[src/common/soc_map_pkg.sv]
// Address map of the platform
// Bus widths, region codes and data memory geometry
// Bus address union with a decoder view and a memory view
`default_nettype none

package soc_map_pkg;

  // ========================================
  // Bus widths
  // ========================================
  localparam int addr_w = 32;
  localparam int data_w = 32;
  localparam int sel_w  = 4;

  // ========================================
  // Region codes, address bits 31..24
  // ========================================
  localparam logic [7:0] region_clint = 8'h02;
  localparam logic [7:0] region_plic  = 8'h0C;
  localparam logic [7:0] region_uart  = 8'h10;
  localparam logic [7:0] region_dmem  = 8'h80;

  // Data memory, 4 KB as 32-bit words
  localparam int dmem_words   = 1024;
  localparam int dmem_index_w = 10;

  // One bus address, two readings
  // Decoder looks at region and offset
  // Memory looks at word index and byte lane
  typedef union packed {
    struct packed {
      logic [7:0]  region;
      logic [23:0] offset;
    } dec;
    struct packed {
      logic [addr_w-dmem_index_w-3:0] upper;
      logic [dmem_index_w-1:0]        index;
      logic [1:0]                     lane;
    } mem;
  } soc_addr_u;

endpackage

`default_nettype wire

[src/design/soc_bus.sv]
// Wishbone bus controller
// Region decode, strobe steering, response merge
// Error pulse for unmapped regions
`default_nettype none

module soc_bus (
  input  logic                           clk,
  input  logic                           rst,
  input  logic                           cyc,
  input  logic                           stb,
  input  logic                           we,
  input  logic [soc_map_pkg::addr_w-1:0] adr,
  input  logic [soc_map_pkg::sel_w-1:0]  sel,
  output logic                           ack,
  output logic                           err,
  output logic [soc_map_pkg::data_w-1:0] dat_r,
  output logic                           clint_stb,
  output logic                           plic_stb,
  output logic                           uart_stb,
  output logic                           dmem_stb,
  output logic [23:0]                    offset,
  input  logic                           clint_ack,
  input  logic                           plic_ack,
  input  logic                           uart_ack,
  input  logic                           dmem_ack,
  input  logic [soc_map_pkg::data_w-1:0] clint_dat,
  input  logic [soc_map_pkg::data_w-1:0] plic_dat,
  input  logic [soc_map_pkg::data_w-1:0] uart_dat,
  input  logic [soc_map_pkg::data_w-1:0] dmem_dat
);
  import soc_map_pkg::*;

  soc_addr_u bus_adr;
  logic      req;
  logic      unmapped;

  assign bus_adr = adr;
  assign req     = cyc & stb;
  assign offset  = bus_adr.dec.offset;

  // Steer the strobe by region, no delay
  // One compare per region, overlapping codes would raise two strobes
  always_comb begin
    clint_stb = req & (bus_adr.dec.region == region_clint);
    plic_stb  = req & (bus_adr.dec.region == region_plic);
    uart_stb  = req & (bus_adr.dec.region == region_uart);
    dmem_stb  = req & (bus_adr.dec.region == region_dmem);
    unmapped  = req & ~(clint_stb | plic_stb | uart_stb | dmem_stb);
  end

  // Only the addressed target may answer
  assign ack = (clint_ack & clint_stb) | (plic_ack & plic_stb) |
               (uart_ack & uart_stb) | (dmem_ack & dmem_stb);

  // Read data from the addressed target
  always_comb begin
    case (bus_adr.dec.region)
      region_clint: dat_r = clint_dat;
      region_plic:  dat_r = plic_dat;
      region_uart:  dat_r = uart_dat;
      region_dmem:  dat_r = dmem_dat;
      default:      dat_r = '0;
    endcase
  end

  // Unmapped access gets a one-cycle error pulse
  always_ff @(posedge clk) begin
    if (rst) begin
      err <= 1'b0;
    end else begin
      err <= unmapped & ~err;
    end
  end

  // ========================================
  // Checks
  // ========================================
  a_one_target: assert property (@(posedge clk) disable iff (rst)
    $onehot0({clint_stb, plic_stb, uart_stb, dmem_stb}));

  a_ack_xor_err: assert property (@(posedge clk) disable iff (rst)
    !(ack && err));

  // Master holds the request until it sees a response
  a_req_held: assert property (@(posedge clk) disable iff (rst)
    (req && !ack && !err) |=> (req && $stable({we, sel, adr})));

endmodule

`default_nettype wire

[config.mk]
export PLATFORM = sky130hd
export DESIGN_NAME = soc_bus
export DESIGN_NICKNAME = d
export VERILOG_FILES = /design/src/common/soc_map_pkg.sv /design/src/design/soc_bus.sv
export SDC_FILE = /design/constraint.sdc
export NUM_CORES = 1
export LEC_CHECK = 0
export ABC_AREA = 0
export BUFFER_PORTS_ARGS = -buffer_cell sky130_fd_sc_hd__buf_2
export CORE_AREA = 4 4 90 92
export CTS_CLUSTER_DIAMETER = 200
export DETAILED_ROUTE_END_ITERATION = 12
export DIE_AREA = 0 0 94 96
export GPL_ROUTABILITY_DRIVEN = 0
export PLACE_DENSITY = 0.65
export SLEW_MARGIN = 0
export SYNTH_ARGS = -nofsm -noshare
export SYNTH_HDL_FRONTEND = slang
export SYNTH_SLANG_ARGS = --single-unit
[constraint.sdc]
create_clock -name clk -period 3.1 [get_ports clk]
set_input_delay 0.62 -clock clk [delete_from_list [all_inputs] [get_ports clk]]
set_output_delay 0.62 -clock clk [all_outputs]
set_load 0.02 [all_outputs]
Word level (Yosys, flattened, before mapping)
Index checks and enable logic that the tools add are counted.
{"block": "op_classes", "add_sub_neg": 0, "n_mul": 0, "div_mod_pow": 0, "magnitude_cmp": 0, "eq_ne": 4, "shifts": 0, "mux": 1, "n_bitwise": 19, "reduce_logical": 0}
{"cell": "32-bit one-hot mux with 4 select lines", "n": 1}
{"cell": "1-bit AND", "n": 11}
{"cell": "8-bit by 2-bit equality test with 1-bit output (second input constant)", "n": 1}
{"cell": "8-bit by 4-bit equality test with 1-bit output (second input constant)", "n": 1}
{"cell": "8-bit by 5-bit equality test with 1-bit output (second input constant)", "n": 1}
{"cell": "8-bit equality test (second input constant)", "n": 1}
{"cell": "1-bit bitwise OR", "n": 6}
{"cell": "1-bit inverter", "n": 2}
{"block": "word_totals", "regBits": 1, "latch_bits": 0, "mem_bits_rw": 0, "romBits": 0, "out_inout_bits": 62, "n_memories": 0}

Logic depth before layout (Yosys ltp)
{"block": "depth", "depth_word": 8, "ltp_mapped": 7, "ltp_nobuf": 4}

Worst setup path after synthesis
Ideal clock, no wire load.
{"block": "synth_timing", "kind": "input port to output port", "start": "in adr[24] in the netlist's numbering", "end": "out dat_r[13] in the netlist's numbering", "t_arrival_ps": 2131, "t_required_ps": 2480, "slack_ps": 349, "stages": 7, "n_path_buf": 3, "cell_sequence": "or4_1 > buf_2 > and4bb_1 > buf_4 > buf_4 > a22oi_1 > o21ai_0"}
{"block": "synth_via", "elab_chain_len": 2, "elab_cells_between_ends": 5}
{"element": "start: declaration", "line_no": "soc_bus.sv:12", "text": "input logic [soc_map_pkg::addr_w-1:0] adr,"}
{"element": "8-bit equality test (tied with other cells)", "line_no": "soc_bus.sv:57", "text": "case (bus_adr.dec.region)"}
{"element": "32-bit one-hot mux with 4 select lines *", "line_no": "soc_bus.sv:57"}
{"element": "end: declaration", "line_no": "soc_bus.sv:16", "text": "output logic [soc_map_pkg::data_w-1:0] dat_r,"}
Every way passes the cells marked *; elsewhere a longest branch is shown, timed or not.

Final worst setup path
{"block": "layout_timing", "start": "in adr[24] in the netlist's numbering", "end": "out dat_r[25] in the netlist's numbering"}
The elaborated chain is that of the path after synthesis.

==> impl_metrics.csv <==
group,metric,value,unit
logic_synthesis,yosysUniqueCellTypes,19,
sta,finalCritPeriodShare,0.920,
logic_synthesis,syn_area,0.00107,mm^2
run,maxCapViolations,0,
die,core_area,0.00721,mm^2
cts,post_cts_buffers,0,
route,drc,0,
route,via_per_inst,4.72,
placement,dp_hpwl,5.07,mm
sta,tightestPinTransition,0.390,ns
placement,placed_area,0.00194,mm^2
final_layout,largest_register_ffs,1,
sta,period_needed,2.85,ns
critical_path,worstSetupStartpoint,"adr[24]",
global_route,first_global_vias,1793,
sta,max_slew_margin,0.740,
die,rows,31,
die,die-area,0.00902,mm^2
power,peakVddDrop,0.0000199,V
final_layout,area_growth_syn_to_layout,80.7,%
die,io_pins,235,
power,power.density,77.4,mW/mm^2
die,die_width,94,um
sta,skew,0,ns
global_route,gr-total-overflow,0,
critical_path,r2r-start,"err",
critical_path,r2r_cells,3,
route,topRoutingLayerUsed,"met4",
final_layout,layout-drive-gt1-share,0.619,
critical_path,reg2reg_slack,2.33,ns
logic_synthesis,synth_area_leaders,"a22oi_1, buf_4, o21ai_0",
final_layout,n_antenna_cell,0,
logic_synthesis,syn_area_per_cell,6.59,um^2
sta,setup_viol,0,
cts,post_cts_resized,0,
route,drt-total-wl,6.04,mm
sta,grt_setup_unrepaired,"false",
route,vias,1930,
placement,port_buffers,181,
die,start_util,0.149,
cts,path_clk_slew,0,ns
sta,hold_ws,0.515,ns
final_layout,regMostFlops,"err",
final_layout,utilization,0.269,
critical_path,arrival,2.23,ns
critical_path,critPathLaunchType,"input pin",
logic_synthesis,yosysTopAreaCellShare,0.448,
placement,place_inst,409,
sta,slew_viol_final,0,
final_layout,fin_area,0.00194,mm^2
final_layout,largestRegisters,"err: 1 flops",
global_route,grt_pass1_wl,8.56,mm
route,wl_met1,2.13,mm
route,drtIter0Drc,104,
logic_synthesis,synth_nets,336,
route,final_antenna_net_count,0,
global_route,grt_use_total,0.114,
sta,fin_setup_tns,0,ns
final_layout,nets,485,
die,die-height,96,um
power,leakagePower,0.000985,uW
critical_path,cp.required,2.48,ns
logic_synthesis,synth_top_area_cell,"a22oi_1",
cts,clk_latency,0,ns
global_route,grt_max_degree,37,
route,dr_wl_met2,3.16,mm
final_layout,instances_no_fill,409,
cts,cts_hold_buf,0,
route,post_drt_wl_per_cell,14.8,um
logic_synthesis,synth-seq-cells,1,
logic_synthesis,ys_warn_count,0,
sta,fmax,351,MHz
route,routed-wl-met3,617,um
outcome,outcome,"finished clean",
global_route,antenna_found_initial,0,
logic_synthesis,ys_seq_area_frac,0.0186,
hold_path,hp-class,"flip-flop to flip-flop",
route,dr.pass1.iters,4,
critical_path,path_max_fanout,13,
critical_path,cp-end-kind,"output pin",
critical_path,r2r_end,"err",
logic_synthesis,synth_cells,163,
critical_path,crit_type,"input pin to output pin",
sta,hold_viol,0,
critical_path,critPathCapture,"dat_r[25]",
where the power goes:
group / switching [uW] / internal (uW) / total, uW
Sequential: 0.238 / 13.7 / 13.9
Combinational: 56.3 / 79.9 / 136
Clock: 0 / 0 / 0
Yosys cell counts (all sizes together):
cell and count:
clkbuf 14, nor3 5, a22oi 64, and4 1
and3 2, a222oi 1, nor4b 1, a22o 1
dfxtp 1, inv 3, o21ai 33, nor2 4
and4bb 1, nor4bb 1, or4 1, nand2 1
buf 29
area by class of cell:
type	instances	area, um^2
Fill cell	809	5280
Timing Repair Buffer	190	986
Multi-Input combinational cell	116	798
Tap cell	99	124
Sequential cell	1	20.0
Inverter	3	11.3
stage by stage:
| stage | total power (uW) | setup WS, ns |
|---|---|---|
| after CTS | 151 | 0.233 |
| after detailed placement | 150 | 0.245 |
| after floorplan | 89.5 | 0.349 |
| after global routing | 164 | 0.141 |
| after global placement | 146 | 0.252 |
| final | 150 | 0.249 |
cells in the final DEF, fill, tap and decap left out, drive strengths merged:
master	instances
a22oi	64
dfxtp	1
and4bb	1
nor3	5
nand2	1
a222oi	1
buf	190
nor2	4
inv	3
and3	2
a22o	1
o21ai	33
nor4b	1
or4	1
and4	1
nor4bb	1
how the worst min path moves through the flow:
stage               from   to  slack [ns]  cells after the start
detailed placement   err  err        0.52                      3
floorplan            err  err        0.64                      3
finish               err  err        0.51                      3
CTS                  err  err        0.52                      3
global route         err  err        0.56                      3
global placement     err  err        0.51                      3
metal layers:
layer	GRT usage	vias to the layer above
li1	-	922
met1	0.135	868
met2	0.216	128
met3	0.0125	12
met4	0.0301	0
met5	0	-
logic make-up (layout without fill, tap and decap cells):
kind of cell	count (synthesis)	count (layout)	share of synthesized area
flops	1	1	0.0186
buf+inv	46	193	0.260
compound gates	99	99	0.619
simple gates	17	17	0.103
worst max-delay path, cell delays in order:
cell      delay [ns]
buf_2           0.10
or4_1           0.53
and4bb_1        0.35
buf_4           0.23
a22oi_1         0.12
o21ai_0         0.08
buf_2           0.18
Power figures use the tool's default switching activity.
