===== src/common/periph_pkg.sv =====
// Peripheral register map
// CLINT, UART and PLIC offsets, bit positions, interrupt source numbers
`default_nettype none

package periph_pkg;

  // ========================================
  // CLINT
  // ========================================
  localparam logic [23:0] clint_msip        = 24'h00_0000;
  localparam logic [23:0] clint_mtimecmp_lo = 24'h00_4000;
  localparam logic [23:0] clint_mtimecmp_hi = 24'h00_4004;
  localparam logic [23:0] clint_mtime_lo    = 24'h00_BFF8;
  localparam logic [23:0] clint_mtime_hi    = 24'h00_BFFC;

  // ========================================
  // UART
  // ========================================
  localparam logic [23:0] uart_rbr_thr = 24'h00_0000;
  localparam logic [23:0] uart_ier     = 24'h00_0004;
  localparam logic [23:0] uart_lsr     = 24'h00_0014;

  // Line status and interrupt enable bits
  localparam int lsr_dr   = 0;
  localparam int lsr_thre = 5;
  localparam int ier_rx   = 0;
  localparam int ier_tx   = 1;

  // ========================================
  // PLIC
  // ========================================
  // Source 0 is reserved and never pends
  localparam int plic_sources = 4;
  localparam int plic_id_w    = 2;
  localparam int irq_src_uart = 1;
  localparam int irq_src_ext0 = 2;
  localparam int irq_src_ext1 = 3;

  localparam logic [23:0] plic_pending = 24'h00_1000;
  localparam logic [23:0] plic_enable  = 24'h00_2000;
  localparam logic [23:0] plic_claim   = 24'h20_0004;

endpackage

`default_nettype wire


===== src/design/clint.sv =====
// Core-local interruptor
// 64-bit mtime and mtimecmp, msip bit
// Registered timer interrupt
`default_nettype none

module clint (
  input  logic        clk,
  input  logic        rst,
  input  logic        stb,
  input  logic        we,
  input  logic [23:0] offset,
  input  logic [31:0] dat_w,
  output logic [31:0] dat_r,
  output logic        ack,
  output logic        msip,
  output logic        mtip
);
  import periph_pkg::*;

  logic [63:0] mtime;
  logic [63:0] mtimecmp;
  logic        access;

  assign access = stb & ~ack;

  // Register writes
  always_ff @(posedge clk) begin
    if (rst) begin
      ack      <= 1'b0;
      msip     <= 1'b0;
      mtimecmp <= '1;
    end else begin
      ack <= access;
      if (access && we) begin
        case (offset)
          clint_msip:        msip            <= dat_w[0];
          clint_mtimecmp_lo: mtimecmp[31:0]  <= dat_w;
          clint_mtimecmp_hi: mtimecmp[63:32] <= dat_w;
          default: ;
        endcase
      end
    end
  end

  // Read data
  always_ff @(posedge clk) begin
    if (access && !we) begin
      case (offset)
        clint_msip:        dat_r <= {31'b0, msip};
        clint_mtimecmp_lo: dat_r <= mtimecmp[31:0];
        clint_mtimecmp_hi: dat_r <= mtimecmp[63:32];
        clint_mtime_lo:    dat_r <= mtime[31:0];
        clint_mtime_hi:    dat_r <= mtime[63:32];
        default:           dat_r <= '0;
      endcase
    end
  end

  // Free-running timer, compare one cycle late
  always_ff @(posedge clk) begin
    if (rst) begin
      mtime <= '0;
      mtip  <= 1'b0;
    end else begin
      mtime <= mtime + 64'd1;
      mtip  <= (mtime >= mtimecmp);
    end
  end

  a_ack_pulse: assert property (@(posedge clk) disable iff (rst)
    ack |=> !ack);

endmodule

`default_nettype wire


===== config.mk =====
export PLATFORM = sky130hd
export DESIGN_NAME = clint
export DESIGN_NICKNAME = d
export VERILOG_FILES = /design/src/common/periph_pkg.sv /design/src/design/clint.sv
export SDC_FILE = /design/constraint.sdc
export NUM_CORES = 1
export LEC_CHECK = 0
export BUFFER_PORTS_ARGS = -buffer_cell sky130_fd_sc_hd__buf_2
export CAP_MARGIN = 15
export CORE_MARGIN = 2
export CORE_UTILIZATION = 30
export DETAILED_ROUTE_END_ITERATION = 16
export GPL_ROUTABILITY_DRIVEN = 1
export SLEW_MARGIN = 25
export SYNTH_ARGS = -nofsm -noshare
export SYNTH_HDL_FRONTEND = slang
export SYNTH_SLANG_ARGS = --single-unit

===== constraint.sdc =====
create_clock -name clk -period 2.4 [get_ports clk]
set_input_delay 0.12 -clock clk [delete_from_list [all_inputs] [get_ports clk]]
set_output_delay 0.12 -clock clk [all_outputs]
set_load 0.005 [all_outputs]

==> Word level (Yosys, flattened, before mapping) <==
Cells that the tools add are included.
{ "totals": {"ff_bits": 163, "inputBits": 60, "out_inout_bits": 35, "word_cells": 23} }
{ "op_classes": {"add_sub_neg": 1, "order_cmp": 1, "n_eq_ne": 4, "muxes": 1, "n_bitwise": 2, "n_reduce_logical": 7} }
{ "ops": {"columns": ["cell", "n"], "rows": [
  ["32-bit case mux with 5 select lines", 1],
  ["64-bit by 1-bit adder with 64-bit output (second input constant)", 1],
  ["64-bit greater-or-equal comparator", 1],
  ["24-bit by 15-bit == test with 1-bit output (second input constant)", 2],
  ["24-bit by 16-bit == test with 1-bit output (second input constant)", 2],
  ["24-bit logical NOT", 1],
  ["2-bit AND reduction", 3],
  ["1-bit logical AND", 2],
  ["1-bit AND", 1],
  ["1-bit logical NOT", 1],
  ["1-bit NOT", 1]
]} }

==> Longest topological paths before layout <==
{ "depth": {"depth_word": 4, "ltp_mapped": 9, "depth_no_buf": 8} }

==> Least setup slack after synthesis <==
No wires, ideal clock.
{ "synth_timing": {"path_type": "reg2reg", "start": "register ack", "end": "register dat_r[0] (enable)", "setup_ps": 421, "arrival_time_ps": 1828, "required_time_ps": 1979, "slack_ps": 151, "stages_incl_launch_ff": 3, "n_path_buf": 0, "synth_period_minus_slack_ps": 2249, "path_cell_list": "dfxtp_1 -> nand2b_1 -> nor2_1"} }
{ "synth_between": {"elab_chain_cells": 3} }
{ "synth_rtl": {"columns": ["element", "line_no", "source"], "rows": [
  ["start: declaration", "clint.sv:14", "output logic ack,"],
  ["start signal: assignment", "clint.sv:33", "ack <= access;"],
  ["1-bit NOT", "clint.sv:24", "assign access = stb & ~ack;"],
  ["1-bit AND", "clint.sv:24", null],
  ["1-bit logical AND", "clint.sv:47", "if (access && !we) begin"],
  ["end signal: assignment", "clint.sv:49", "clint_msip: dat_r <= {31'b0, msip};"],
  ["end signal: assignment", "clint.sv:50", "clint_mtimecmp_lo: dat_r <= mtimecmp[31:0];"],
  ["end signal: assignment", "clint.sv:51", "clint_mtimecmp_hi: dat_r <= mtimecmp[63:32];"],
  ["end: declaration", "clint.sv:13", "output logic [31:0] dat_r,"]
]} }
Every way passes these cells.
A chain may end at the register's enable or synchronous reset.

==> Worst setup path after layout <==
{ "layout_timing": {"start": "register mtime[23]", "end": "register mtip"} }
{ "layout_between": {"elab_chain_cells": 1} }
{ "layout_rtl": {"columns": ["element", "line_no", "source"], "rows": [
  ["start: declaration", "clint.sv:20", "logic [63:0] mtime;"],
  ["start signal: assignment", "clint.sv:65", "mtime <= mtime + 64'd1;"],
  ["64-bit greater-or-equal comparator", "clint.sv:66", "mtip <= (mtime >= mtimecmp);"],
  ["end signal: assignment", "clint.sv:66", null],
  ["end: declaration", "clint.sv:16", "output logic mtip"]
]} }
Every way passes these cells.

==> results.toml <==
[layout]
final_common_cell = "dfxtp_1"
layout.nets = 1241
multi_input_area_mm2 = 0.00464
seqCellArea_mm2 = 0.00358
area_delta_synth_final_pct = 24.2
layout_common_cells = "131 x dfxtp_1, 124 x nand2_1, 94 x buf_2, 68 x inv_1, 68 x nor2_1"
drive_gt1_share_pct = 18.9
fillerInstances = 2889

[place]
hpwl_um = 18500
place.gp.congestion = 0.830
io_buffer_count = 94
dp_slack_ps = 215

[global_routing]
antenna_found_initial = 0
grt_usage_pct = 16.9
grt_pass1_wl_um = 40700
grt_start_max_net_pins = 68
grt_pass1_vias = 7410
grt_remaining_overflow = 0

[clock_network]
cts_buffer_depth = 2
numCtsBuffers = 17
cts-root-buf = "clkbuf_16"
cts_sinks = 163
clkTransAtPathRegs_ps = 70
clk-insertion-delay-late_ps = 440
cts_tree = "yes"
cts_resized = 0
h-tree-depth = 4

[floorplanning]
chipHeight_um = 175
die_area_mm2 = 0.0305
coreArea_mm2 = 0.0287
die_w_um = 175
start_util_pct = 30.4
rows = 62
num_io_pins = 95

[timing]
tightest_slew_ps = 744
tns_ps = 0
rsz0062_at_grt = "false"
drv_slew = 0
worst_slack_ps = 154
finalHoldViolCount = 0
clock_skew_ps = 14.5
setup_viol = 0
min_period_ps = 2250
holdWs_ps = 14.9
fin_crit_sh_pct = 93.6
slew-limit-headroom_pct = 50.4
clock.fmax_ghz = 0.445

[synthesis]
synth_nets = 1092
synth_top_area_share_pct = 30.1
synthDistinctLibCells = 52
netlist_instances = 967
synth_warnings = 0
yosys-top-cells-area = "dfxtp_1 30%, edfxtp_1 11%, ha_1 9.3%"
avgSynthCellArea_um2 = 9.02
yosys.area.top_type = "dfxtp_1"
synth_seq_cells = 163
yosysSeqAreaShare_pct = 41.1
syn-cell-area_mm2 = 0.00872

[min_path]
hold_path.class = "in2reg"

[power_and_ir_drop]
peakVddDrop_uv = 347
p_leak_nw = 4.87
p_per_area_mw_per_mm2 = 521
p_total_mw = 5.64

[drt]
detail-route-antenna-nets = 0
drt_first_pass_iters = 5
drc = 0
drt_iter0_markers = 581
avgViaCountPerCell = 5.06
routedWlPerCell_um = 16.7
finalWirelength_um = 25300
vias = 7665

[worst_setup_path]
path_cells = "ha_1 -> nand4_1 -> nor3_1 -> a221o_1 -> o31a_1 -> nor4_1 -> o21ai_0"
crit_path_end_kind = "flop"
arrival_ps = 2560
cp_slowest_cell = "dfxtp_1"
start_kind = "flop"
slowest_delay_ps = 520
required_ps = 2710
critical_path.max_fanout = 7
crit_type = "reg2reg"

[job]
max_cap_viol_count = 0

[run_status]
status = "completed"
## metal layers
layer / vias up / GRT usage, % / share of wire [%]
met3: 36 / 2.23 / 4.6
met5: - / 0 / 0
met1: 3600 / 22.9 / 47
met2: 213 / 27.5 / 46
met4: 0 / 6.42 / 2.5
li1: 3816 / - / -
## repair_timing
action / 4_1_cts / 5_1_grt
setup buffers: 0 / 0
hold endpoints to repair: 60 / 0
hold buffers: 32 / 0
## kinds of logic after synthesis
kind of cell / share of synthesized area (%)
mux: 0.244
fa+ha+maj: 9.32
flops: 41.1
compound gates: 17.5
xor+xnor: 5.62
buf+inv: 5.82
simple gates: 20.4
## report_power, final
group | switching (mW) | total [mW] | internal (mW)
clock network | 1.22 | 2.57 | 1.35
registers | 0.0102 | 2.82 | 2.81
logic | 0.147 | 0.259 | 0.111
total | 1.37 | 5.64 | 4.27
## cell usage after synthesis, drive strengths merged
cell and number:
a22oi 31, o31ai 1, xnor2 15, a21o 8, nor4 19, buf 21, nand3 35, clkbuf 34
nor2b 3, a221o 2, o21ai 47, mux2 1, and4 11, and3 16, o31a 1, nor3b 2
a221oi 1, a21oi 28, nor2 69, edfxtp 32, dfxtp 131, inv 69, ha 65, a2111oi 3
nand2b 3, a2bb2oi 1, nand4 37, a211oi 3, o2111a 1, nand4b 1, a222oi 1, xor2 41
nor3 8, nand2 124, or3 7, o211ai 63, a22o 30, mux2i 1, and3b 1
## worst max-delay path, delay by kind of cell (launching register included)
| family | cells | cell delay [ps] |
|---|---|---|
| flip-flops | 1 | 520 |
| AO/OA/AOI/OAI | 3 | 750 |
| AND/OR/NAND/NOR | 3 | 540 |
| adder cells (fa/ha/maj) | 1 | 310 |
## worst paths after layout
path | startpoint | end | cells after the start | slack [ps]
max reg2reg | mtime[23] | mtip | 7 | 150
min | stb | ack | 3 | 10
max | mtime[23] | mtip | 7 | 150
min reg2reg | msip | msip | 2 | 490
## registers in the layout, summed over array words and instances (netlist names)
| name | cells |
|---|---|
| msip | 1 |
| dat_r | 32 |
| ack | 1 |
| mtime | 64 |
| mtip | 1 |
| mtimecmp | 64 |
## cell type report
class | instances | area share (%)
inverter | 69 | 2.39
clock buffer | 17 | 3.93
multi-input combinational | 680 | 42.8
tap | 384 | 4.43
timing repair buffer | 185 | 12.2
antenna | 1 | 0.0231
sequential | 163 | 33.1
clock inverter | 15 | 1.12
## metrics by stage
step                      utilization, %  cells  cell area (um2)
after global placement              34.7   1449             9970
after floorplan                        -    967             8720
after global routing                37.7   1513            10800
final                               37.8   1514            10800
after detailed placement            34.7   1449             9970
after CTS                           37.7   1513            10800
No activity file was read; power rests on OpenSTA's default activity.
