==> config.mk <==
export PLATFORM = sky130hd
export DESIGN_NAME = plic
export DESIGN_NICKNAME = d
export VERILOG_FILES = /design/src/common/periph_pkg.sv /design/src/design/plic.sv
export SDC_FILE = /design/constraint.sdc
export NUM_CORES = 1
export LEC_CHECK = 0
export ABC_AREA = 1
export BUFFER_PORTS_ARGS = -buffer_cell sky130_fd_sc_hd__buf_4
export CORE_ASPECT_RATIO = 1.5
export CORE_UTILIZATION = 42
export CTS_BUF_LIST = sky130_fd_sc_hd__clkbuf_4
export CTS_CLUSTER_SIZE = 8
export DETAILED_ROUTE_END_ITERATION = 6
export PLACE_DENSITY = 0.88
export SLEW_MARGIN = 20
export SYNTH_ARGS = -nofsm -noshare
export SYNTH_HDL_FRONTEND = slang
export SYNTH_SLANG_ARGS = --single-unit
==> constraint.sdc <==
create_clock -name clk -period 2.27 [get_ports clk]
set_input_delay 0.5675 -clock clk [delete_from_list [all_inputs] [get_ports clk]]
set_output_delay 0.5675 -clock clk [all_outputs]
set_load 0.005 [all_outputs]
==> src/common/periph_pkg.sv <==
// Peripheral register map
// CLINT, UART and PLIC offsets, bit positions, interrupt source numbers
`default_nettype none

package periph_pkg;

  // ========================================
  // CLINT
  // ========================================
  localparam logic [23:0] clint_msip        = 24'h00_0000;
  localparam logic [23:0] clint_mtimecmp_lo = 24'h00_4000;
  localparam logic [23:0] clint_mtimecmp_hi = 24'h00_4004;
  localparam logic [23:0] clint_mtime_lo    = 24'h00_BFF8;
  localparam logic [23:0] clint_mtime_hi    = 24'h00_BFFC;

  // ========================================
  // UART
  // ========================================
  localparam logic [23:0] uart_rbr_thr = 24'h00_0000;
  localparam logic [23:0] uart_ier     = 24'h00_0004;
  localparam logic [23:0] uart_lsr     = 24'h00_0014;

  // Line status and interrupt enable bits
  localparam int lsr_dr   = 0;
  localparam int lsr_thre = 5;
  localparam int ier_rx   = 0;
  localparam int ier_tx   = 1;

  // ========================================
  // PLIC
  // ========================================
  // Source 0 is reserved and never pends
  localparam int plic_sources = 4;
  localparam int plic_id_w    = 2;
  localparam int irq_src_uart = 1;
  localparam int irq_src_ext0 = 2;
  localparam int irq_src_ext1 = 3;

  localparam logic [23:0] plic_pending = 24'h00_1000;
  localparam logic [23:0] plic_enable  = 24'h00_2000;
  localparam logic [23:0] plic_claim   = 24'h20_0004;

endpackage

`default_nettype wire

==> src/design/plic.sv <==
// Platform interrupt controller
// Level gateway, pending and enable bits
// Claim/complete with lowest ID first
`default_nettype none

module plic (
  input  logic        clk,
  input  logic        rst,
  input  logic        stb,
  input  logic        we,
  input  logic [23:0] offset,
  input  logic [31:0] dat_w,
  output logic [31:0] dat_r,
  output logic        ack,
  input  logic [3:0]  sources,
  output logic        meip
);
  import periph_pkg::*;

  logic [plic_sources-1:0] pending;
  logic [plic_sources-1:0] pending_next;
  logic [plic_sources-1:0] enable;
  logic [plic_sources-1:0] in_service;
  logic [plic_id_w-1:0]    claim_id;
  logic                    access;
  logic                    claim_read;
  logic                    complete_write;
  logic                    enable_write;

  assign access         = stb & ~ack;
  assign claim_read     = access & ~we & (offset == plic_claim);
  assign complete_write = access & we & (offset == plic_claim);
  assign enable_write   = access & we & (offset == plic_enable);

  // Lowest enabled pending source, 0 if none
  always_comb begin
    claim_id = '0;
    for (int i = plic_sources - 1; i > 0; i--) begin
      if (pending[i] && enable[i]) begin
        claim_id = plic_id_w'(i);
      end
    end
  end

  // Gateway, then the claim clears its bit
  always_comb begin
    pending_next    = pending | (sources & ~in_service);
    pending_next[0] = 1'b0;
    if (claim_read) begin
      pending_next[claim_id] = 1'b0;
    end
  end

  assign meip = |(pending & enable);

  always_ff @(posedge clk) begin
    if (rst) begin
      ack        <= 1'b0;
      pending    <= '0;
      enable     <= '0;
      in_service <= '0;
    end else begin
      ack     <= access;
      pending <= pending_next;
      if (enable_write) begin
        enable <= {dat_w[plic_sources-1:1], 1'b0};
      end
      if (claim_read && claim_id != '0) begin
        in_service[claim_id] <= 1'b1;
      end
      if (complete_write) begin
        in_service[dat_w[plic_id_w-1:0]] <= 1'b0;
      end
    end
  end

  // Read data
  always_ff @(posedge clk) begin
    if (access && !we) begin
      case (offset)
        plic_pending: dat_r <= 32'(pending);
        plic_enable:  dat_r <= 32'(enable);
        plic_claim:   dat_r <= 32'(claim_id);
        default:      dat_r <= '0;
      endcase
    end
  end

endmodule

`default_nettype wire

* Word level (Yosys, flattened, before mapping)
Index checks and enable logic that the tools add are counted.
** Word-level totals
- Memories :: 0
- RAM bits :: 0
- Register bits :: 44
- Memory bits (read-only) :: 0
- Output and inout port bits :: 34
- Latch bits :: 0
- Word-level logic and storage cells :: 54
- Bits of input ports :: 64
** Cells by class
- Order comparisons :: 4
- Equal/unequal tests :: 3
- Multipliers :: 0
- Bitwise operators :: 18
- $add $sub $neg :: 0
- Shifts and indexed selects :: 0
- Div/mod/pow operators :: 0
- Multiplexer cells :: 12
- Reductions and logical operators :: 11
** Operator list (number)
- equality test 24 x 13 -> 1 bit (second input constant) :: 1
- equality test 24 x 14 -> 1 bit (second input constant) :: 1
- equality test 24 x 22 -> 1 bit (second input constant) :: 1
- bitwise AND 4 bit :: 4
- two-way mux 4 bit :: 4
- inverter 4 bit :: 3
- one-hot mux 4 bit (3 select lines) :: 1
- OR 4 bit :: 2
- logical AND 1 bit :: 7
- bitwise AND 1 bit :: 6
- < comparator 2 x 3 -> 1 bit (second input constant) :: 2
- two-way mux 2 bit :: 3
- demux 1 bit (select 2 bit) :: 2
- greater-or-equal comparator 2 x 1 -> 1 bit (second input constant) :: 2
- OR reduction 4 bit :: 1
- inverter 1 bit :: 3
- two-way mux 1 bit :: 2
- nonzero test 2 bit :: 1
- OR reduction 2 bit :: 1
- zero test 1 bit :: 1

* Longest topological paths before layout
- Word-level depth :: 13
- Depth in mapped cells :: 9
- Mapped depth without buffers :: 9

* Worst setup path before layout
OpenSTA, ideal clock, no wires.
- Path type :: input to register
- Start :: in offset[11]
- End :: reg in_service[1]
- Buffers on the path :: 0
- Stages :: 8
- Setup slack :: 0.868 ns
- Setup time :: 0.112 ns
- Arrival time :: 1.290 ns
- Data required time :: 2.158 ns
- Path through :: nor2_1 > nand2_1 > nor2_8 > inv_4 > nor2_4 > nand3b_1 > nand2_1 > nor2_2
** Between the ends
- Cells in the longest elaborated chain, start to end :: 7
- Elaborated cells on any way between the ends :: 8
- Classes of those cells :: eq/ne (1); mux (3); bitwise (3); reduce/logical (1)
** Ends and longest elaborated chain
- start: declaration :: RTL line plic.sv:11 : input logic [23:0] offset,
- equality test 24 x 22 -> 1 bit * :: RTL line plic.sv:31, plic.sv:32
- bitwise AND 1 bit :: RTL line plic.sv:31 : assign claim_read = access & ~we & (offset == plic_claim);
- logical AND 1 bit :: RTL line plic.sv:68 : if (claim_read && claim_id != '0) begin
- two-way mux 4 bit :: RTL line plic.sv:68
- two-way mux 4 bit :: RTL line plic.sv:57 : if (rst) begin
- bitwise AND 4 bit (no source line)
- two-way mux 4 bit * :: RTL line plic.sv:71 : if (complete_write) begin
- end signal: assignment :: RTL line plic.sv:61 : in_service <= '0;
- end signal: indexed assignment :: RTL line plic.sv:69 : in_service[claim_id] <= 1'b1;
- end signal: indexed assignment :: RTL line plic.sv:72 : in_service[dat_w[plic_id_w-1:0]] <= 1'b0;
- end: declaration :: RTL line plic.sv:23 : logic [plic_sources-1:0] in_service;
Every way passes the cells marked *; elsewhere a longest branch is shown, timed or not. The select of a mux whose other input is x is not followed.
A chain may end at the register's enable or synchronous reset.

* Worst setup path in the final report
- Start :: reg pending[1]
- End :: out meip
** Between the ends
- Cells in the longest elaborated chain, start to end :: 2
** Ends and longest elaborated chain
- start: declaration :: RTL line plic.sv:20 : logic [plic_sources-1:0] pending;
- start signal: assignment :: RTL line plic.sv:64 : pending <= pending_next;
- bitwise AND 4 bit :: RTL line plic.sv:54 : assign meip = |(pending & enable);
- OR reduction 4 bit :: RTL line plic.sv:54
- end: declaration :: RTL line plic.sv:16 : output logic meip
Every way passes these cells.

==> results.ini <==
[route]
drt-wirelength-per-cell_um=8.98
drt_wl_total_mm=1.98
viasPerCell=4.45
drt_iter0_drc=29
ant_nets=0
drt_pass1_iterations=7
vias=980
remaining_drc_errors=3

[sta]
worstMarginPinSlew_ps=517
setup_ws_ps=693
slew-limit-headroom_pct=65.4
max_freq_ghz=0.634
finalClockSkew_ps=1.59
grt_setup_unrepaired=no
final.setup.tns_ps=0
hold_ws_ps=470
slew_violations=0
finalHoldViolCount=0
fin_crit_sh_pct=69.5
finalSetupViolCount=0
fin_crit_ps=1580

[floorplanning]
io_pins=98
core-area_mm2=0.00248
die-area_mm2=0.00289
rows=22
die_h_um=65.3
start_util_pct=45.4
die_w_um=44.2

[global_routing]
grtUsageMet3_pct=0.824
grt_use_met2_pct=27.0
grt_usage_pct=14.0
grt-busiest-layer=met2
grt_max_degree=9
grt-ovfl-total=0
met1_usage_pct=13.3
grt_pass1_vias=811
antenna_found_initial=0
grt_pass1_wl_mm=2.98

[finish]
finalNonFillerCells=220
final_util_pct=55.4
design_area_mm2=0.00137
area_delta_synth_final_pct=22.0
diodes=0
layout.nets=261
drive_above_1_share_pct=34.2

[logic_synthesis]
synth-compound-area-share_pct=3.34
synth-xor-area-share_pct=0
syn-instance-count=153
yosys-mux-area-fraction_pct=0
yosysUniqueCellTypes=20
netlist_area_mm2=0.00112
synth_adder_area_share_pct=0
ys_seq_area_share_pct=28.5
yosys_warnings=0
synth_top_family_by_area=simple AND/OR/NAND/NOR gates
syn_area_per_cell_um2=7.34
synth_seq_cells=14
synth-simple-area-share_pct=43.5

[placed_design]
port_buffers=40
pre_cts_ws_ps=619
dpl.hpwl_mm=1.73
dpl.cell_count=216
gp_congestion=0.777
place_area_mm2=0.00135

[power]
ir_worst_vdd_uv=306
power.leakage_nw=0.663
power_uw=507
power.density_mw_per_mm2=370

[worst_setup_path]
endpoint_kind=output port
path_max_fanout=4
required_ps=1700
critPathKind=register to output port
critPathArrivalTime_ps=1010
cp-start-kind=register

[clock_network]
cts_sinks=14
cts_buffers=3
cts_buffer_depth=2
ctsHoldBuffers=0
postCtsSetupBuffers=0
worstSkewPairLatency_ps=280
clockRootBuffer=clkbuf_4
clk_pin_slew_ps=80
h-tree-depth=1
tritoncts=yes
ctsResizeCount=0

[outcome]
violations=design-rule violations
status=finished with violations

[run]
drv_cap=0

[hold_path]
hp-class=register to register

[sequential cells by signal (all words and copies together), names as in the netlist]
name	count
enable	3
in_service	3
dat_r	4
ack	1
pending	3
[layer usage]
layer	share of wire [%]	wire, um	vias up
li1	-	-	510
met1	36	702	415
met2	55	1100	49
met3	5.9	116	6
met4	3.0	59	0
met5	0	0	-
[report_power, final]
group | total (mW) | switching [mW] | internal (mW)
Clock | 0.142 | 0.0778 | 0.0637
Sequential | 0.266 | 0.00369 | 0.262
Combinational | 0.0999 | 0.0476 | 0.0522
Total | 0.507 | 0.129 | 0.378
[kinds of logic after synthesis]
logic type,Yosys count
compound gates,7
buf+inv,44
flops,14
other cells,1
simple gates,87
[worst max-delay path, cell delays in order (launching register included)]
cell and delay, ps:
dfxtp_1 330, nand2_1 150, nand3_1 110, buf_4 140
[cells in the final DEF (no fill, tap or decap), drive strengths merged]
cell type	count
nand4	3
nor2	41
nand2	26
clkinv	1
inv	16
nand3	9
clkbuf	3
o22ai	2
nor3	4
conb	28
a21oi	5
nand3b	4
edfxtp	4
dfxtp	10
buf	40
[cells in the mapped netlist]
cell | count | area [um^2]
nand4_4 | 1 | 21.3
o22ai_1 | 2 | 12.5
nand3b_1 | 4 | 30.0
nor2_4 | 6 | 67.6
nand4_1 | 2 | 12.5
inv_4 | 1 | 6.26
nor2_8 | 1 | 20.0
dfxtp_1 | 10 | 200
nand2_2 | 4 | 25.0
nand3_4 | 1 | 17.5
nand3_1 | 8 | 40.0
buf_4 | 28 | 210
a21oi_1 | 5 | 25.0
conb_1 | 1 | 3.75
nor3_1 | 4 | 20.0
nor2_2 | 10 | 62.6
nand2_1 | 22 | 82.6
inv_1 | 15 | 56.3
nor2_1 | 24 | 90.1
edfxtp_1 | 4 | 120
[worst paths after layout]
check,startpoint,cells past startpoint,slack [ps],end
worst min-delay path,in_service[3],2,470,in_service[3]
worst max register to register,ack,7,940,in_service[2]
worst min register to register,in_service[3],2,470,in_service[3]
worst max-delay path,pending[1],3,690,meip
[final cells by class]
type | instances | area, um^2
clock buffer | 3 | 22.5
clock inverter | 1 | 3.75
fill | 242 | 1110
inverter | 16 | 62.6
multi-input combinational | 122 | 632
sequential | 14 | 320
tap | 24 | 30.0
timing repair buffer | 40 | 300
No activity file was read; power rests on OpenSTA's default activity.
