## config.mk

```make
export PLATFORM = sky130hd
export DESIGN_NAME = uart_regs
export DESIGN_NICKNAME = d
export VERILOG_FILES = /design/src/common/periph_pkg.sv /design/src/uart/uart_regs.sv
export SDC_FILE = /design/constraint.sdc
export NUM_CORES = 1
export LEC_CHECK = 0
export BUFFER_PORTS_ARGS = -buffer_cell sky130_fd_sc_hd__buf_2
export CORE_MARGIN = 5
export CORE_UTILIZATION = 34
export CTS_CLUSTER_DIAMETER = 60
export DETAILED_ROUTE_END_ITERATION = 10
export HOLD_SLACK_MARGIN = 0.06
export PLACE_DENSITY = 0.86
export SYNTH_ARGS = -nofsm -noshare
export SYNTH_HDL_FRONTEND = slang
export SYNTH_SLANG_ARGS = --single-unit
```

## constraint.sdc

```tcl
create_clock -name clk -period 3 [get_ports clk]
set_input_delay 0.9 -clock clk [delete_from_list [all_inputs] [get_ports clk]]
set_output_delay 0.9 -clock clk [all_outputs]
set_load 0.03 [all_outputs]
```

## src/common/periph_pkg.sv

```systemverilog
// Peripheral register map
// CLINT, UART and PLIC offsets, bit positions, interrupt source numbers
`default_nettype none

package periph_pkg;

  // ========================================
  // CLINT
  // ========================================
  localparam logic [23:0] clint_msip        = 24'h00_0000;
  localparam logic [23:0] clint_mtimecmp_lo = 24'h00_4000;
  localparam logic [23:0] clint_mtimecmp_hi = 24'h00_4004;
  localparam logic [23:0] clint_mtime_lo    = 24'h00_BFF8;
  localparam logic [23:0] clint_mtime_hi    = 24'h00_BFFC;

  // ========================================
  // UART
  // ========================================
  localparam logic [23:0] uart_rbr_thr = 24'h00_0000;
  localparam logic [23:0] uart_ier     = 24'h00_0004;
  localparam logic [23:0] uart_lsr     = 24'h00_0014;

  // Line status and interrupt enable bits
  localparam int lsr_dr   = 0;
  localparam int lsr_thre = 5;
  localparam int ier_rx   = 0;
  localparam int ier_tx   = 1;

  // ========================================
  // PLIC
  // ========================================
  // Source 0 is reserved and never pends
  localparam int plic_sources = 4;
  localparam int plic_id_w    = 2;
  localparam int irq_src_uart = 1;
  localparam int irq_src_ext0 = 2;
  localparam int irq_src_ext1 = 3;

  localparam logic [23:0] plic_pending = 24'h00_1000;
  localparam logic [23:0] plic_enable  = 24'h00_2000;
  localparam logic [23:0] plic_claim   = 24'h20_0004;

endpackage

`default_nettype wire

```

## src/uart/uart_regs.sv

```systemverilog
// UART register block, 16550 subset
// THR and RBR holding registers, IER, LSR
// Byte-wide valid/ready serial side and level interrupt
`default_nettype none

module uart_regs (
  input  logic        clk,
  input  logic        rst,
  input  logic        stb,
  input  logic        we,
  input  logic [23:0] offset,
  input  logic [31:0] dat_w,
  output logic [31:0] dat_r,
  output logic        ack,
  output logic        tx_valid,
  output logic [7:0]  tx_data,
  input  logic        tx_ready,
  input  logic        rx_valid,
  input  logic [7:0]  rx_data,
  output logic        rx_ready,
  output logic        irq
);
  import periph_pkg::*;

  logic       access;
  logic       thr_write;
  logic       ier_write;
  logic       rbr_read;
  logic       rx_take;
  logic [7:0] rbr;
  logic       rbr_full;
  logic [1:0] ier;
  logic [7:0] lsr;

  assign access    = stb & ~ack;
  // THR only takes a byte while empty
  assign thr_write = access & we & (offset == uart_rbr_thr) & ~tx_valid;
  assign ier_write = access & we & (offset == uart_ier);
  assign rbr_read  = access & ~we & (offset == uart_rbr_thr);
  assign rx_ready  = ~rbr_full;
  assign rx_take   = rx_valid & rx_ready;

  // Line status
  always_comb begin
    lsr           = 8'h00;
    lsr[lsr_dr]   = rbr_full;
    lsr[lsr_thre] = ~tx_valid;
  end

  assign irq = (ier[ier_rx] & rbr_full) | (ier[ier_tx] & ~tx_valid);

  // Control state
  always_ff @(posedge clk) begin
    if (rst) begin
      ack      <= 1'b0;
      tx_valid <= 1'b0;
      rbr_full <= 1'b0;
      ier      <= '0;
    end else begin
      ack <= access;
      if (tx_valid && tx_ready) begin
        tx_valid <= 1'b0;
      end
      if (thr_write) begin
        tx_valid <= 1'b1;
      end
      if (ier_write) begin
        ier[ier_rx] <= dat_w[ier_rx];
        ier[ier_tx] <= dat_w[ier_tx];
      end
      if (rbr_read) begin
        rbr_full <= 1'b0;
      end
      // Incoming byte wins over a read of an empty RBR
      if (rx_take) begin
        rbr_full <= 1'b1;
      end
    end
  end

  // Holding registers and read data
  always_ff @(posedge clk) begin
    if (thr_write) begin
      tx_data <= dat_w[7:0];
    end
    if (rx_take) begin
      rbr <= rx_data;
    end
    if (access && !we) begin
      case (offset)
        uart_rbr_thr: dat_r <= {24'b0, rbr};
        uart_ier:     dat_r <= {30'b0, ier};
        uart_lsr:     dat_r <= {24'b0, lsr};
        default:      dat_r <= '0;
      endcase
    end
  end

  a_tx_hold: assert property (@(posedge clk) disable iff (rst)
    (tx_valid && !tx_ready) |=> (tx_valid && $stable(tx_data)));

endmodule

`default_nettype wire
```

Word level (Yosys, flattened, before mapping) --
Index checks and enable logic that the tools add are counted.
Word-level totals: flip-flop bits (word level) 53, bits of input ports 70, output and inout port bits 44, word-level logic and storage cells 35
Operators by class: equality and inequality tests 2, multiplexer cells 5, bitwise logic cells 15, reductions and logical operators 6
Operators with widths (number):
- $eq A24 B3 Y1 const B | 1
- $eq A24 B5 Y1 const B | 1
- $logic_not A24 Y1 | 1
- $pmux W8 S3 | 1
- $and A1 B1 Y1 | 10
- $mux W1 | 4
- $not A1 Y1 | 4
- $reduce_bool A2 Y1 | 2
- $logic_and A1 B1 Y1 | 2
- $logic_not A1 Y1 | 1
- $or A1 B1 Y1 | 1

Depth between registers and ports, before layout --
Gate-level depths: netlist of run 1.
depth after elaboration 6, mapped depth 4, depth with buffers taken out 4

Least setup slack after synthesis of run 1 --
Ideal clock, no wire load.
path kind input -> register, start point input offset[9], end point register tx_data[0], enable pin, library setup time 0.380 ns, arrival 2.504 ns, data required time 2.620 ns, setup slack 0.116 ns, stages 3, buffers on the path 0, cells stage by stage or4_4 -> or3_1 -> nor4b_2
Between the ends: cells in the longest elaborated chain, start to end 3
RTL lines:
- start, declared | line uart_regs.sv:11 | input logic [23:0] offset,
- $logic_not A24 Y1 | line uart_regs.sv:37 | assign thr_write = access & we & (offset == uart_rbr_thr) & ~tx_valid;
- $and A1 B1 Y1 (2 in a row) | line uart_regs.sv:37
- via thr_write | line uart_regs.sv:26 | logic thr_write;
- end signal, assigned | line uart_regs.sv:84 | tx_data <= dat_w[7:0];
- end, declared | line uart_regs.sv:16 | output logic [7:0] tx_data,
The timed path passes the listed nets, and every way through them passes these cells. A chain may end at the register's enable or synchronous reset.

Worst setup path after layout of run 1 --
start point input offset[5], end point register tx_data[7], enable pin
The elaborated chain is that of the path after synthesis.

==> results of run 1 <==
## metal layers
layer / track usage [%] / up-vias
li1: - / 469
met1: 11.0 / 414
met2: 17.2 / 46
met3: 5.12 / 7
met4: 6.68 / 0
met5: 0 / -
## worst reg2reg max path: stages, from the launching register on
cell and delay [ns]:
dfxtp_1 0.31, nand2b_1 0.15, nor2_1 0.59
## cell type report
class	instances	area, um^2	share of cell area, %
Sequential cell	29	821	48.5
Inverter	2	7.51	0.444
Multi-Input combinational cell	71	394	23.3
Tap cell	48	60.1	3.55
Clock buffer	6	72.6	4.29
Clock inverter	1	3.75	0.222
Timing Repair Buffer	66	333	19.7
## state kept, by name, indices dropped and copies added (netlist names)
| register | flops |
|---|---|
| ack | 1 |
| ier | 2 |
| rbr | 8 |
| rbr_full | 1 |
| tx_valid | 1 |
| dat_r | 8 |
| tx_data | 8 |
## cell families after synthesis
| kind of cell | after synthesis |
|---|---|
| other | 1 |
| multiplexers | 2 |
| buffers and inverters | 26 |
| AO/OA/AOI/OAI | 9 |
| flip-flops | 29 |
| AND/OR/NAND/NOR | 36 |
## path summary, 6_finish.rpt
kind | startpoint | end | slack, ns | cells past startpoint
max | offset[5] | tx_data[7]$_DFFE_PP_ | 0.48 | 6
min | ier[1]$_SDFFE_PP0P_ | ier[1]$_SDFFE_PP0P_ | 0.50 | 2
max reg2reg | ack$_SDFF_PP0_ | dat_r[2]$_DFFE_PP_ | 1.59 | 2
min reg2reg | ier[1]$_SDFFE_PP0P_ | ier[1]$_SDFFE_PP0P_ | 0.50 | 2
## stage by stage
step / std cells / hold WS (ns) / worst slack, ns / total power (uW) / area, um^2
after floorplan: 126 / 0.461 / 0.116 / 545 / 1400
after global placement: 216 / 0.490 / 0.232 / 558 / 1620
after detailed placement: 216 / 0.492 / 0.191 / 561 / 1620
after CTS: 223 / 0.500 / 0.484 / 847 / 1690
after global routing: 223 / 0.526 / 0.331 / 871 / 1690
final: 223 / 0.500 / 0.485 / 837 / 1690
## where the power goes
group / switching [uW] / internal (uW)
Clock: 129 / 156
Combinational: 72.5 / 30.3
Sequential: 3.06 / 447
## Yosys cell counts, drive strengths merged
cell	number	area share, %
buf	24	14
edfxtp	24	55
nor2	8	2.3
and2	5	2.4
dfxtp	5	7.6
nor4	4	1.9
a21oi	3	1.1
o21ai	3	1.1
or4	3	2.3
inv	2	0.57
mux2i	2	1.5
nand2	2	0.57
nand2b	2	0.95
nand3	2	0.76
nor3	2	0.76
nor4b	2	2.3
a21o	1	0.57
a311oi	1	0.67
and4	1	0.67
conb	1	0.28
nand3b	1	0.57
nand4	1	0.48
nor2b	1	0.48
nor3b	1	0.57
o22a	1	0.67
or3	1	0.48
==> flow_metrics.env, run 1 <==
export IMPL_fp_dieW_um=72.2
export IMPL_wl_per_cell_um=12.4
export IMPL_synth_top_family_by_area="simple AND/OR/NAND/NOR gates"
export IMPL_vias=936
export IMPL_grtUsageTotal_pct=10.6
export IMPL_grt_pass1_wl_um=4170
export IMPL_critPathTopFamily="simple AND/OR/NAND/NOR gates"
export IMPL_crit_chain="buf_2 -> nor4_1 -> nand4_1 -> or3_1 -> nor4b_2 -> buf_4"
export IMPL_diodes=0
export IMPL_synth_compound_area_share_pct=4.18
export IMPL_area_growth_syn_to_layout_pct=28.5
export IMPL_ys_seq_elements=29
export IMPL_avgSynthCellArea_um2=12.8
export IMPL_cp_end_kind="register"
export IMPL_overflow=0
export IMPL_max_freq_mhz=398
export IMPL_clk_latency_ns=0.27
export IMPL_synth_simple_area_share_pct=17.4
export IMPL_first_global_vias=942
export IMPL_first_pass_iters=2
export IMPL_die_h_um=72.2
export IMPL_p_per_area_mw_per_mm2=495
export IMPL_root_buffer="clkbuf_8"
export IMPL_drtIter0Drc=56
export IMPL_rsz0062_at_grt="no"
export IMPL_slowest_delay_ns=0.43
export IMPL_gp_congestion=0.767
export IMPL_wl_met3_um=318
export IMPL_ir_drop_mv=0.188
export IMPL_viasPerCell=4.20
export IMPL_rows=22
export IMPL_antenna_found_initial=0
export IMPL_dpl_hpwl_um=2320
export IMPL_syn_area_mm2=0.00132
export IMPL_fin_worst_skew_ns=0.00149
export IMPL_layout_cells_most_common_list="buf_2, conb_1, edfxtp_1"
export IMPL_wl_met2_um=1420
export IMPL_cp_start_kind="primary input"
export IMPL_antenna_left=0
export IMPL_post_route_min_period_ns=2.52
export IMPL_io_buffers=65
export IMPL_drc=0
export IMPL_worstSetupPathType="in -> reg"
export IMPL_status="finished clean"
export IMPL_grt_max_degree=10
export IMPL_hold_buffers=0
export IMPL_final_layout_size_suffix_gt1_share_pct=42.9
export IMPL_p_leak_uw=0.000752
export IMPL_drv_cap=0
export IMPL_worstPathRequired_ns=2.98
export IMPL_wl_met1_um=943
export IMPL_worstPathArrival_ns=2.50
export IMPL_yosysUniqueCellTypes=28
export IMPL_final_setup_tns_ns=0
export IMPL_final_common_cell="buf_2"
export IMPL_slowest_stage="or3_1"
export IMPL_finalWirelength_um=2770
export IMPL_synth_fa_ha_area_share_pct=0
export IMPL_slew_viol_final=0
export IMPL_timing_final_crit_share_pct=83.8
export IMPL_finish_utilization_pct=45.5
export IMPL_top_layer="met4"
export IMPL_post_cts_setup_buffers=0
export IMPL_start_util_pct=35.4
export IMPL_cts_resized=0
export IMPL_die_area_mm2=0.00522
export IMPL_muxShareOfSynthArea_pct=1.52
export IMPL_setup_viol=0
export IMPL_final_nets=245
export IMPL_clock_path_buffers=2
export IMPL_core_area_mm2=0.00372
export IMPL_synthCells=103
export IMPL_final_hold_viol_count=0
export IMPL_fillCellCount=366
export IMPL_cts_buffers_inserted=5
export IMPL_slew_headroom_pct=48.9
export IMPL_ys_warn_count=0
export IMPL_tightest_slew_ns=0.763
export IMPL_clkTransAtPathRegs_ns=0.06
export IMPL_synth_xor_area_share_pct=0
export IMPL_hp_class="reg -> reg"
export IMPL_cts_tree="built"
export IMPL_htreeDepth=2
export IMPL_io_pins=114
export IMPL_path_buf_inv=2
export IMPL_yosysSeqAreaShare_pct=62.4
export IMPL_clock_sinks=29
export IMPL_cp_max_fo=8
No activity file was read; power rests on OpenSTA's default activity.
==> run 2: changes to the inputs <==
==> constraint.sdc (replaced) <==
create_clock -name clk -period 2.1 [get_ports clk]
set_input_delay 0.63 -clock clk [delete_from_list [all_inputs] [get_ports clk]]
set_output_delay 0.63 -clock clk [all_outputs]
set_load 0.03 [all_outputs]
==> flow_metrics.env, run 2 (same netlist as run 1, synthesis figures left out) <==
export IMPL_cts_tree="built"
export IMPL_cts_buffers_inserted=5
export IMPL_hp_class="reg -> reg"
export IMPL_core_area_mm2=0.00372
export IMPL_crit_chain="buf_6 -> or4_4 -> or3_4 -> nor4b_4 -> buf_6"
export IMPL_first_global_vias=919
export IMPL_io_pins=114
export IMPL_p_per_area_mw_per_mm2=691
export IMPL_clk_latency_ns=0.28
export IMPL_io_buffers=65
export IMPL_post_cts_setup_buffers=0
export IMPL_post_route_min_period_ns=2.08
export IMPL_hold_buffers=0
export IMPL_setup_viol=0
export IMPL_timing_final_crit_share_pct=98.9
export IMPL_netSwitchingFraction_pct=25.9
export IMPL_cpMostUsedCell="buf_6"
export IMPL_drtIter0Drc=19
export IMPL_final_hold_viol_count=0
export IMPL_final_common_cell="buf_2"
export IMPL_clock_sinks=29
export IMPL_combPwrFrac_pct=12.6
export IMPL_wl_met2_um=1500
export IMPL_cp_start_kind="primary input"
export IMPL_multi_input_area_um2=414
export IMPL_seq_power_share_pct=52.1
export IMPL_worstPathArrival_ns=2.07
export IMPL_wl_met1_um=1070
export IMPL_clkTransAtPathRegs_ns=0.06
export IMPL_cp_end_kind="register"
export IMPL_root_buffer="clkbuf_8"
export IMPL_finalWirelength_um=2930
export IMPL_overflow=0
export IMPL_drc=0
export IMPL_path_buf_inv=2
export IMPL_pwr_share_clk_pct=35.4
export IMPL_start_util_pct=35.4
export IMPL_antenna_found_initial=0
export IMPL_gp_congestion=0.733
export IMPL_reg_top3="dat_r (8), rbr (8), tx_data (8)"
export IMPL_status="finished clean"
export IMPL_internal_power_uw=914
export IMPL_grt_pass1_wl_um=4050
export IMPL_worstPathRequired_ns=2.09
export IMPL_max_freq_mhz=481
export IMPL_slowest_delay_ns=0.53
export IMPL_top_layer="met4"
export IMPL_htreeDepth=2
export IMPL_placed_cells=223
export IMPL_worstSetupPathType="in -> reg"
export IMPL_seq_area_um2=821
export IMPL_fin_worst_skew_ns=0.00349
export IMPL_slowest_stage="or4_4"
export IMPL_power_switching_uw=319
export IMPL_diodes=0
export IMPL_fp_dieW_um=72.2
export IMPL_drv_cap=0
export IMPL_first_pass_iters=5
export IMPL_clock_path_buffers=2
export IMPL_rsz0062_at_grt="yes"
export IMPL_grt_max_degree=11
export IMPL_rows=22
export IMPL_final_layout_size_suffix_gt1_share_pct=47.5
export IMPL_vias=989
export IMPL_die_area_mm2=0.00522
export IMPL_hold_ws_ns=0.501
export IMPL_cp_max_fo=8
export IMPL_wl_met3_um=288
export IMPL_layoutNonFillerInstCount=231
export IMPL_p_leak_uw=0.000796
export IMPL_dpl_hpwl_um=2410
export IMPL_die_h_um=72.2
export IMPL_wl_per_cell_um=12.7
export IMPL_slew_viol_final=0
export IMPL_viasPerCell=4.28
export IMPL_fillCellCount=350
export IMPL_final_nets=252
export IMPL_critPathTopFamily="simple AND/OR/NAND/NOR gates"
export IMPL_grtUsageTotal_pct=10.6
export IMPL_antenna_left=0
export IMPL_ir_drop_mv=0.286
export IMPL_layout_cells_most_common_list="buf_2, conb_1, edfxtp_1"
export IMPL_area_growth_syn_to_layout_pct=35.6
-- run 2: changes by cell type in the layout (fill, tap and decap cells not counted) --
cell,change
or3_4,+1
nor4b_2,-1
nor4b_4,+1
clkinv_2,+2
clkinvlp_4,+1
clkbuf_1,-1
clkinv_1,-1
buf_6,+2
or3_1,-1
buf_4,+6
buf_2,-1
nor4_2,+1
nor4_1,-1
-- run 2: worst paths after layout --
check                                         start              endpoint  slack [ns]  cells after the start
worst min register to register  ier[0]$_SDFFE_PP0P_   ier[0]$_SDFFE_PP0P_        0.50                      2
worst max register to register       ack$_SDFF_PP0_   ier[1]$_SDFFE_PP0P_        0.64                      4
worst max-delay path                      offset[9]  tx_data[0]$_DFFE_PP_        0.02                      5
worst min-delay path            ier[0]$_SDFFE_PP0P_   ier[0]$_SDFFE_PP0P_        0.50                      2
-- run 2: through the flow --
step | setup TNS, ns | setup slack (ns) | util [%] | total power, uW | instance area, um^2
after floorplan | -2.23 | -0.279 | - | 779 | 1420
after global placement | -2.61 | -0.276 | 45.3 | 802 | 1680
after detailed placement | -2.88 | -0.298 | 45.3 | 806 | 1680
after CTS | 0 | 0.00115 | 47.6 | 1240 | 1770
after global routing | -0.161 | -0.0207 | 48.0 | 1290 | 1780
final | 0 | 0.0229 | 48.0 | 1230 | 1780
-- run 2: repair_timing --
| item | 4_1_cts | 5_1_grt |
|---|---|---|
| endpoints found under the hold margin | 0 | 0 |
| gates resized for setup | 0 | 3 |
| endpoints found under the setup margin | 0 | 8 |
-- run 2: cell type report --
type / count / area share, %
repair buffers: 73 / 22.2
clock inverters: 3 / 0.982
flip-flops and latches: 29 / 46.0
well taps: 48 / 3.37
multi-input cells: 71 / 23.2
clock buffers: 5 / 3.86
inverters: 2 / 0.421
-- run 2: per-layer routing --
| metal | vias up | global-route usage (%) |
|---|---|---|
| met3 | 7 | 4.29 |
| met2 | 46 | 18.1 |
| met4 | 0 | 6.89 |
| li1 | 486 | - |
| met1 | 450 | 10.7 |
| met5 | - | 0 |
-- run 2: worst reg2reg max path: stages (launching register included) --
cell and delay, ns:
dfxtp_1 0.31, nand3b_1 0.27, or4_1 0.55, o21ai_1 0.14
a21oi_1 0.07
-- run 2: power by group through the flow --
stage	combinational, uW	sequential, uW	clock [uW]
3_5_place_dp	152	655	0
3_3_place_gp	148	654	0
6_report	155	642	436
2_1_floorplan	117	663	0
4_1_cts	152	642	449
5_1_grt	166	643	479
==> run 3: changes to the inputs <==
--- a/config.mk
+++ b/config.mk
@@ -6,12 +6,14 @@
 export NUM_CORES = 1
 export LEC_CHECK = 0
 export BUFFER_PORTS_ARGS = -buffer_cell sky130_fd_sc_hd__buf_2
+export CELL_PAD_IN_SITES_DETAIL_PLACEMENT = 1
+export CELL_PAD_IN_SITES_GLOBAL_PLACEMENT = 2
 export CORE_MARGIN = 5
-export CORE_UTILIZATION = 34
+export CORE_UTILIZATION = 18
 export CTS_CLUSTER_DIAMETER = 60
 export DETAILED_ROUTE_END_ITERATION = 10
 export HOLD_SLACK_MARGIN = 0.06
-export PLACE_DENSITY = 0.86
+export PLACE_DENSITY = 0.84
 export SYNTH_ARGS = -nofsm -noshare
 export SYNTH_HDL_FRONTEND = slang
 export SYNTH_SLANG_ARGS = --single-unit
==> flow_metrics.env, run 3 (same netlist as run 1, synthesis figures left out) <==
export IMPL_status="finished clean"
export IMPL_cp_start_kind="primary input"
export IMPL_grt_max_degree=10
export IMPL_drtIter0Drc=16
export IMPL_layoutNonFillerInstCount=283
export IMPL_io_pins=114
export IMPL_start_util_pct=18.3
export IMPL_root_buffer="clkbuf_8"
export IMPL_io_buffers=65
export IMPL_antenna_found_initial=0
export IMPL_slew_viol_final=0
export IMPL_pwr_share_clk_pct=42.2
export IMPL_post_route_min_period_ns=2.08
export IMPL_area_growth_syn_to_layout_pct=43.7
export IMPL_worstPathArrival_ns=2.07
export IMPL_finalWirelength_um=3500
export IMPL_hold_start="ier[0]$_SDFFE_PP0P_"
export IMPL_final_layout_size_suffix_gt1_share_pct=47.8
export IMPL_gp_congestion=0.768
export IMPL_layout_cells_most_common_list="buf_2, conb_1, edfxtp_1"
export IMPL_p_leak_uw=0.000815
export IMPL_crit_start="offset[10]"
export IMPL_drv_cap=0
export IMPL_final_nets=253
export IMPL_cp_end_kind="register"
export IMPL_seq_power_share_pct=46.4
export IMPL_cp_max_fo=8
export IMPL_clkTransAtPathRegs_ns=0.06
export IMPL_die_h_um=95.5
export IMPL_worstSetupPathType="in -> reg"
export IMPL_grt_pass1_wl_um=5080
export IMPL_worstPathRequired_ns=2.09
export IMPL_wl_per_cell_um=12.4
export IMPL_hp_class="reg -> reg"
export IMPL_viasPerCell=3.59
export IMPL_setup_viol=0
export IMPL_final_common_cell="buf_2"
export IMPL_reg_top3="dat_r (8), rbr (8), tx_data (8)"
export IMPL_cts_buffers_inserted=5
export IMPL_timing_final_crit_share_pct=98.9
export IMPL_grtUsageTotal_pct=7.50
export IMPL_p_per_area_mw_per_mm2=733
export IMPL_dpl_hpwl_um=2930
export IMPL_rows=31
export IMPL_antenna_left=0
export IMPL_netSwitchingFraction_pct=22.6
export IMPL_core_area_mm2=0.00718
export IMPL_first_global_vias=1026
export IMPL_first_pass_iters=4
export IMPL_clock_path_buffers=2
export IMPL_rsz0062_at_grt="no"
export IMPL_hold_ws_ns=0.515
export IMPL_placed_cells=274
export IMPL_hold_buffers=0
export IMPL_overflow=0
export IMPL_final_hold_viol_count=0
export IMPL_reg2reg_slack_ns=0.62
export IMPL_vias=1015
export IMPL_fin_worst_skew_ns=0.00286
export IMPL_cts_tree="built"
export IMPL_fillCellCount=836
export IMPL_die_area_mm2=0.00912
export IMPL_power_switching_uw=313
export IMPL_htreeDepth=2
export IMPL_max_freq_mhz=481
export IMPL_combPwrFrac_pct=11.4
export IMPL_internal_power_uw=1070
export IMPL_diodes=0
export IMPL_fp_dieW_um=95.5
export IMPL_clk_latency_ns=0.27
export IMPL_drc=0
export IMPL_final_setup_tns_ns=0
export IMPL_r2r_start="ack$_SDFF_PP0_"
export IMPL_ir_drop_mv=0.243
export IMPL_clock_sinks=29
[run 3: cell types whose count changed in the layout (fill, tap and decap cells not counted), sizes merged]
cell,previous run,this run
clkinvlp,1,0
bufinv,0,1
clkinv,2,0
buf,73,74
clkbuf,5,7
[run 3: layout make-up]
cell class	count	area (um^2)	area share, %
Clock buffer	7	86.3	4.56
Clock inverter	1	30.0	1.59
Inverter	2	7.51	0.397
Multi-Input combinational cell	71	420	22.2
Sequential cell	29	821	43.4
Tap cell	99	124	6.55
Timing Repair Buffer	74	403	21.3
[run 3: path summary, 6_finish.rpt]
check | to | cells after the start
worst max-delay path | tx_data[2]$_DFFE_PP_ | 5
worst min-delay path | ier[0]$_SDFFE_PP0P_ | 2
worst max register to register | ier[1]$_SDFFE_PP0P_ | 4
worst min register to register | ier[0]$_SDFFE_PP0P_ | 2
[run 3: per-stage QoR]
step | utilization [%] | power, uW | cell area [um^2] | setup slack, ns
floorplan | - | 779 | 1420 | -0.279
global placement | 24.3 | 805 | 1750 | -0.276
detailed placement | 24.3 | 810 | 1750 | -0.326
CTS | 26.2 | 1400 | 1880 | 0.0132
global route | 26.4 | 1450 | 1890 | 0.000866
finish | 26.4 | 1390 | 1890 | 0.0222
[run 3: power groups by stage]
stage / Clock, uW / Combinational, uW / Sequential (uW)
detailed placement: 0 / 154 / 655
global placement: 0 / 151 / 654
global route: 633 / 171 / 644
floorplan: 0 / 117 / 663
CTS: 602 / 157 / 643
finish: 585 / 159 / 643
[run 3: layer usage]
layer  global-route usage, %  vias up  wire (um)
met1                    6.61      467       1130
met3                    2.76       11        374
li1                        -      485          -
met4                    4.50        0        115
met5                       0        -          0
met2                    14.3       52       1890
[run 3: timing repair]
item                                    CTS  global route
buffers inserted                          0             1
endpoints found under the setup margin    8             8
gates resized for setup                   3             1
pin swaps                                 0             1
[run 3: critical path, stage by stage]
cell	delay [ns]
buf_6	0.09
or4_4	0.53
or3_4	0.42
nor4b_4	0.23
buf_6	0.17
